## config.mk

```make
export PLATFORM = sky130hd
export DESIGN_NAME = dw_shift_bank
export DESIGN_NICKNAME = d
export VERILOG_FILES = /design/src/rtl/dw_shift_pkg.sv /design/src/rtl/dw_shift_lane.sv /design/src/rtl/dw_lane_join.sv /design/src/rtl/dw_shift_bank.sv
export VERILOG_INCLUDE_DIRS = /design/src /design/src/rtl
export SDC_FILE = /design/constraint.sdc
export NUM_CORES = 1
export LEC_CHECK = 0
export ABC_AREA = 1
export BUFFER_PORTS_ARGS = -buffer_cell sky130_fd_sc_hd__buf_2
export CAP_MARGIN = 20
export CORE_MARGIN = 2
export CORE_UTILIZATION = 49
export DETAILED_ROUTE_END_ITERATION = 10
export GPL_ROUTABILITY_DRIVEN = 0
export PLACE_DENSITY = 0.73
export SETUP_SLACK_MARGIN = 0.3
export SLEW_MARGIN = 20
export SYNTH_ARGS = -nofsm -noshare
export SYNTH_HDL_FRONTEND = slang
export SYNTH_SLANG_ARGS = --single-unit
export TNS_END_PERCENT = 20
```

## constraint.sdc

```tcl
create_clock -name aclk -period 4.6 [get_ports aclk]
set_input_delay 0.23 -clock aclk [delete_from_list [all_inputs] [get_ports aclk]]
set_output_delay 0.23 -clock aclk [all_outputs]
set_load 0.05 [all_outputs]
```

## src/rtl/dw_shift_params.svh

```systemverilog
`ifndef DW_SHIFT_PARAMS_SVH
`define DW_SHIFT_PARAMS_SVH

// ---------------------------------------------------------------------------
// widths and counts of the depthwise output stage
// ---------------------------------------------------------------------------

// accumulator word
`define DW_WORD_WIDTH 16

// members per lane in one input beat
`define DW_MEMBERS 4

// pass-through tag
`define DW_TAG_WIDTH 4

`endif

```

## src/rtl/dw_shift_pkg.sv

```systemverilog
`include "dw_shift_params.svh"

package dw_shift_pkg;

  // one accumulator word
  typedef logic [`DW_WORD_WIDTH-1:0] acc_word_t;

  // all members of one lane, member 0 in the low bits
  typedef logic [`DW_MEMBERS*`DW_WORD_WIDTH-1:0] member_vec_t;

  // member index, also used for count minus one
  typedef logic [$clog2(`DW_MEMBERS)-1:0] member_idx_t;

  typedef logic [`DW_TAG_WIDTH-1:0] tag_t;

endpackage

```

## src/rtl/dw_shift_lane.sv

```systemverilog
`timescale 1ns/1ps
`include "dw_shift_params.svh"

module dw_shift_lane
  import dw_shift_pkg::*;
(
  input  logic        aclk,
  input  logic        arst_n,

  input  logic        s_valid,
  output logic        s_ready,
  input  member_vec_t s_data,
  input  member_idx_t s_count,
  input  tag_t        s_tag,
  input  logic        s_last,

  input  logic        lane_ready,
  output logic        lane_valid,
  output acc_word_t   lane_word,
  output member_idx_t lane_index,
  output tag_t        lane_tag,
  output logic        lane_last
);

  logic        accept;
  logic        count_en;
  logic        count_last;
  member_idx_t count;
  member_idx_t count_next;
  member_idx_t index_q;
  member_idx_t index_next;
  member_vec_t shift_q;
  member_vec_t shift_next;
  logic        valid_q;
  tag_t        tag_q;
  logic        last_q;

  // ---------------------------------------------------------------------------
  // member counter
  // ---------------------------------------------------------------------------

  assign count_last = (count == '0);                      // idle or final member
  assign count_en   = lane_ready & (count_last ? s_valid : 1'b1);
  assign count_next = count_last ? s_count : count - 1'b1;

  assign s_ready = lane_ready & count_last;
  assign accept  = s_valid & s_ready;

  always_ff @(posedge aclk or negedge arst_n) begin
    if (!arst_n) begin
      count   <= '0;
      index_q <= '0;
    end else if (count_en) begin
      count   <= count_next;
      index_q <= index_next;
    end
  end

  assign index_next = count_last ? '0 : index_q + 1'b1;   // restart at member 0

  // ---------------------------------------------------------------------------
  // member shift register
  // ---------------------------------------------------------------------------

  assign shift_next = count_last ? s_data : shift_q >> `DW_WORD_WIDTH;

  always_ff @(posedge aclk) begin
    if (count_en) begin
      shift_q <= shift_next;
    end
  end

  // ---------------------------------------------------------------------------
  // beat valid, tag and last
  // ---------------------------------------------------------------------------

  always_ff @(posedge aclk or negedge arst_n) begin
    if (!arst_n) begin
      valid_q <= 1'b0;
      last_q  <= 1'b0;
    end else begin
      if (s_ready) begin
        valid_q <= s_valid;                               // drops after final member
      end
      if (accept) begin
        last_q <= s_last;
      end
    end
  end

  always_ff @(posedge aclk) begin
    if (accept) begin
      tag_q <= s_tag;
    end
  end

  assign lane_valid = valid_q;
  assign lane_word  = shift_q[`DW_WORD_WIDTH-1:0];        // member in front
  assign lane_index = index_q;
  assign lane_tag   = tag_q;
  assign lane_last  = last_q & count_last;                // final member only

endmodule

```

## src/rtl/dw_lane_join.sv

```systemverilog
`timescale 1ns/1ps

module dw_lane_join
  import dw_shift_pkg::*;
(
  input  logic        aclk,
  input  logic        arst_n,

  input  logic        a_valid,
  input  acc_word_t   a_word,
  input  member_idx_t a_index,
  input  tag_t        a_tag,
  input  logic        a_last,
  input  logic        b_valid,
  input  acc_word_t   b_word,
  output logic        lane_ready,

  input  logic        m_ready,
  output logic        m_valid,
  output acc_word_t   m_data_0,
  output acc_word_t   m_data_1,
  output member_idx_t m_index,
  output tag_t        m_tag,
  output logic        m_last
);

  logic        in_fire;
  logic        main_free;
  logic        main_load;
  logic        spare_load;
  logic        spare_valid;
  acc_word_t   spare_word_a;
  acc_word_t   spare_word_b;
  member_idx_t spare_index;
  tag_t        spare_tag;
  logic        spare_last;

  assign lane_ready = ~spare_valid;                       // registered, no m_ready path
  assign in_fire    = a_valid & b_valid & lane_ready;
  assign main_free  = ~m_valid | m_ready;
  assign main_load  = main_free & (spare_valid | in_fire);
  assign spare_load = in_fire & ~main_free;               // main stuck, park the pair

  // ---------------------------------------------------------------------------
  // entry occupancy
  // ---------------------------------------------------------------------------

  always_ff @(posedge aclk or negedge arst_n) begin
    if (!arst_n) begin
      m_valid     <= 1'b0;
      spare_valid <= 1'b0;
    end else if (main_free) begin
      m_valid     <= spare_valid | in_fire;
      spare_valid <= 1'b0;
    end else if (in_fire) begin
      spare_valid <= 1'b1;
    end
  end

  // ---------------------------------------------------------------------------
  // payload
  // ---------------------------------------------------------------------------

  always_ff @(posedge aclk) begin
    if (main_load) begin
      if (spare_valid) begin                              // spare drains first
        m_data_0 <= spare_word_a;
        m_data_1 <= spare_word_b;
        m_index  <= spare_index;
        m_tag    <= spare_tag;
        m_last   <= spare_last;
      end else begin
        m_data_0 <= a_word;
        m_data_1 <= b_word;
        m_index  <= a_index;
        m_tag    <= a_tag;
        m_last   <= a_last;
      end
    end
    if (spare_load) begin
      spare_word_a <= a_word;
      spare_word_b <= b_word;
      spare_index  <= a_index;
      spare_tag    <= a_tag;
      spare_last   <= a_last;
    end
  end

endmodule

```

## src/rtl/dw_shift_bank.sv

```systemverilog
`timescale 1ns/1ps

module dw_shift_bank
  import dw_shift_pkg::*;
(
  input  logic        aclk,
  input  logic        arst_n,

  input  logic        s_valid,
  output logic        s_ready,
  input  member_vec_t s_data_0,
  input  member_vec_t s_data_1,
  input  member_idx_t s_count,
  input  tag_t        s_tag,
  input  logic        s_last,

  input  logic        m_ready,
  output logic        m_valid,
  output acc_word_t   m_data_0,
  output acc_word_t   m_data_1,
  output member_idx_t m_index,
  output tag_t        m_tag,
  output logic        m_last
);

  logic        lane_ready;
  logic        lane_0_valid;
  acc_word_t   lane_0_word;
  member_idx_t lane_0_index;
  tag_t        lane_0_tag;
  logic        lane_0_last;
  logic        lane_1_valid;
  acc_word_t   lane_1_word;

  // ---------------------------------------------------------------------------
  // lanes, kept in lockstep by shared inputs and ready
  // ---------------------------------------------------------------------------

  dw_shift_lane LANE_0 (
    .aclk       (aclk),
    .arst_n     (arst_n),
    .s_valid    (s_valid),
    .s_ready    (s_ready),
    .s_data     (s_data_0),
    .s_count    (s_count),
    .s_tag      (s_tag),
    .s_last     (s_last),
    .lane_ready (lane_ready),
    .lane_valid (lane_0_valid),
    .lane_word  (lane_0_word),
    .lane_index (lane_0_index),
    .lane_tag   (lane_0_tag),
    .lane_last  (lane_0_last)
  );

  dw_shift_lane LANE_1 (
    .aclk       (aclk),
    .arst_n     (arst_n),
    .s_valid    (s_valid),
    .s_ready    (),                     // mirrors lane 0
    .s_data     (s_data_1),
    .s_count    (s_count),
    .s_tag      (s_tag),
    .s_last     (s_last),
    .lane_ready (lane_ready),
    .lane_valid (lane_1_valid),
    .lane_word  (lane_1_word),
    .lane_index (),
    .lane_tag   (),
    .lane_last  ()
  );

  // ---------------------------------------------------------------------------
  // join and output slice
  // ---------------------------------------------------------------------------

  dw_lane_join JOIN (
    .aclk       (aclk),
    .arst_n     (arst_n),
    .a_valid    (lane_0_valid),
    .a_word     (lane_0_word),
    .a_index    (lane_0_index),
    .a_tag      (lane_0_tag),
    .a_last     (lane_0_last),
    .b_valid    (lane_1_valid),
    .b_word     (lane_1_word),
    .lane_ready (lane_ready),
    .m_ready    (m_ready),
    .m_valid    (m_valid),
    .m_data_0   (m_data_0),
    .m_data_1   (m_data_1),
    .m_index    (m_index),
    .m_tag      (m_tag),
    .m_last     (m_last)
  );

endmodule

```

==> impl_metrics.toml <==
[status]
status = "completed"

[clock_network]
cts_tree = "done"
h-tree-depth = 1
cts_sinks = 221
clkTransAtPathRegs_ps = 60
clk_latency_ps = 490
clockBufferDepth = 3
cts_buffers = 22
cts_root_buffer = "clkbuf_16"

[worst_setup_path]
r2r.worst_path.cells = 4
r2r_slack_ps = 2160
crit_type = "flip-flop to flip-flop"
crit_fanout = 49
reg2reg_to = "LANE_0.shift_q[19]$_DFFE_PP_"
crit_path_start_kind = "flip-flop"
worst_ep_required_time_ps = 4770
r2r_start = "JOIN.spare_valid$_DFFE_PN0P_"
arrival_ps = 2610
critPathLaunch = "JOIN.spare_valid$_DFFE_PN0P_"
end_kind = "flip-flop"

[sta]
slew_headroom_pct = 29.9
hold_viol_final = 0
fin_skew_ps = 14.2
setup_violations = 0
setup-tns-final_ps = 0
worst_pin_slew_ps = 1050
setup_slack_ps = 2160
fmax_mhz = 409
finalMaxSlewViolations = 0
rsz0062_at_grt = "no"
fin_crit_ps = 2440
fin_hold_ws_ps = 10.5
period_share_pct = 53.1

[placed_design]
place_ws_ps = 1870
io_buffer_count = 179
hpwl_um = 10500

[pwr]
p_per_area_nw_per_um2 = 711
max-vdd-ir-drop_uv = 333
p_leak_nw = 4.97

[synthesis]
synthCells = 788
synth_largest_area_cell = "edfxtp_1"
avgSynthCellArea_um2 = 11.2
yosysSeqAreaShare_pct = 74.9
yosysWarnings = 0
synth_fp_nets = 927
synth.distinct_cells = 19
ys_seq_elements = 221
synth_area_leaders = "edfxtp_1 (72%), nand2_1 (19%), dfrtp_1 (3.1%)"
synth_top_cell_area_share_pct = 71.7
synth_area_um2 = 8790

[global_route]
grt_pass1_wl_um = 25100
grt_pass1_vias = 5206
grt_antenna_before_repair = 2
overflow = 0
grt_usage_pct = 16.9
grt_max_degree = 70

[min_path]
hold_path_end = "LANE_1.shift_q[10]$_DFFE_PP_"
min_path_type = "input port to flip-flop"
holdPathStages = 3
min_from = "s_data_1[10]"

[final_layout]
fin_util_pct = 61.6
drive_above_1_share_pct = 22.7
area_growth_pct = 22.1
layout.nets = 1123

[die]
io_pins = 180
initial_core_util_pct = 50.5
die_h_um = 138
die_area_um2 = 19000
core_um2 = 17400
row_count = 48
die_w_um = 138

[detailed_routing]
firstDrtPassIters = 4
wire_per_inst_um = 13.1
drt-total-wl_um = 16000
num_vias = 5638
viasPerCell = 4.60
ant_nets = 0
drtIter0Drc = 369
drc = 0

[run]
maxCapViolCount = 0
-- cells by family after synthesis --
kind of cell / share of synthesized area [%]
AND/OR/NAND/NOR: 21.0
flip-flops: 74.9
buffers and inverters: 3.89
AO/OA/AOI/OAI: 0.284
-- final cells by class --
cell class | count | area (um2)
Fill cell | 1416 | 6680
Inverter | 44 | 165
Sequential cell | 221 | 6580
Tap cell | 225 | 282
Clock buffer | 35 | 641
Antenna cell | 1 | 2.50
Timing Repair Buffer | 205 | 1140
Clock inverter | 5 | 26.3
Multi-Input combinational cell | 490 | 1900
-- synthesized netlist by cell type --
cell,n
a21oi_1,1
buf_2,24
buf_4,4
buf_6,1
clkbuf_1,4
dfrtp_1,11
edfxtp_1,210
inv_1,41
inv_2,3
nand2_1,437
nand2_2,1
nand3_1,4
nand4_1,1
nor2_1,38
nor2_2,2
nor2_4,1
nor3_1,1
o21ai_0,3
o21ai_1,1
-- through the flow --
| step | area (um2) | power, mW | std cells |
|---|---|---|---|
| floorplan | 8800 | 5.51 | 788 |
| global placement | 9880 | 5.94 | 1167 |
| detailed placement | 9880 | 6.03 | 1167 |
| CTS | 10700 | 7.69 | 1225 |
| global route | 10700 | 8.14 | 1225 |
| finish | 10700 | 7.63 | 1226 |
-- placed cells by master, fill, tap and decap left out, types with 3 or more instances in the layout --
| master | instances |
|---|---|
| buf_2 | 179 |
| buf_4 | 8 |
| clkbuf_1 | 10 |
| clkbuf_16 | 23 |
| clkinv_2 | 3 |
| dfrtp_1 | 10 |
| dlygate4sd3_1 | 18 |
| edfxtp_1 | 210 |
| inv_1 | 41 |
| inv_2 | 3 |
| nand2_1 | 436 |
| nand3_1 | 4 |
| nor2_1 | 38 |
| o21ai_0 | 3 |
-- worst max-delay path by stage --
| stage | to | slack, ps |
|---|---|---|
| 6_report | LANE_0.shift_q[19]$_DFFE_PP_ | 2160 |
| 3_5_place_dp | LANE_0.shift_q[1]$_DFFE_PP_ | 1870 |
| 3_3_place_gp | LANE_0.shift_q[19]$_DFFE_PP_ | 1920 |
| 4_1_cts | LANE_0.shift_q[19]$_DFFE_PP_ | 1850 |
| 5_1_grt | LANE_0.shift_q[61]$_SDFFCE_PP0P_ | 1960 |
| 2_1_floorplan | JOIN.spare_index[0]$_DFFE_PP_ | 630 |
-- layer usage --
| layer | wire [um] | global-route usage (%) | vias up | part of all wire [%] |
|---|---|---|---|---|
| li1 | - | - | 2927 | - |
| met1 | 7050 | 23.5 | 2520 | 44 |
| met2 | 7720 | 27.2 | 153 | 48 |
| met3 | 897 | 3.18 | 36 | 5.6 |
| met4 | 372 | 5.39 | 2 | 2.3 |
| met5 | 13 | 0 | - | 0.081 |
-- registers in the layout, indices dropped and copies added, names as in the netlist, 2 cells and up --
| register | count |
|---|---|
| LANE_1.count | 2 |
| JOIN.m_data_1 | 16 |
| JOIN.spare_word_a | 16 |
| JOIN.spare_word_b | 16 |
| LANE_0.shift_q | 64 |
| LANE_0.count | 2 |
| JOIN.m_tag | 4 |
| LANE_0.lane_index | 2 |
| JOIN.spare_index | 2 |
| LANE_0.lane_tag | 4 |
| JOIN.spare_tag | 4 |
| JOIN.m_index | 2 |
| JOIN.m_data_0 | 16 |
| LANE_1.shift_q | 64 |
-- power by group --
part	switching (mW)	internal [mW]	leakage [nW]
combinational	1.69	0.568	2.41
sequential	0.266	3.46	2.23
clock	0.693	0.954	0.323
-- worst max-delay path, stage by stage (launching register included) --
cell and delay, ps:
dfrtp_2 400, inv_2 520, nand2_1 270, nand2_4 530, buf_4 360
-- what timing repair did --
item / 4_1_cts / 5_1_grt
setup buffers: 0 / 0
gates resized for setup: 0 / 0
setup endpoints to repair: 0 / 0
hold endpoints to repair: 28 / 0
hold buffers: 18 / 0
No activity file was read; power rests on OpenSTA's default activity.
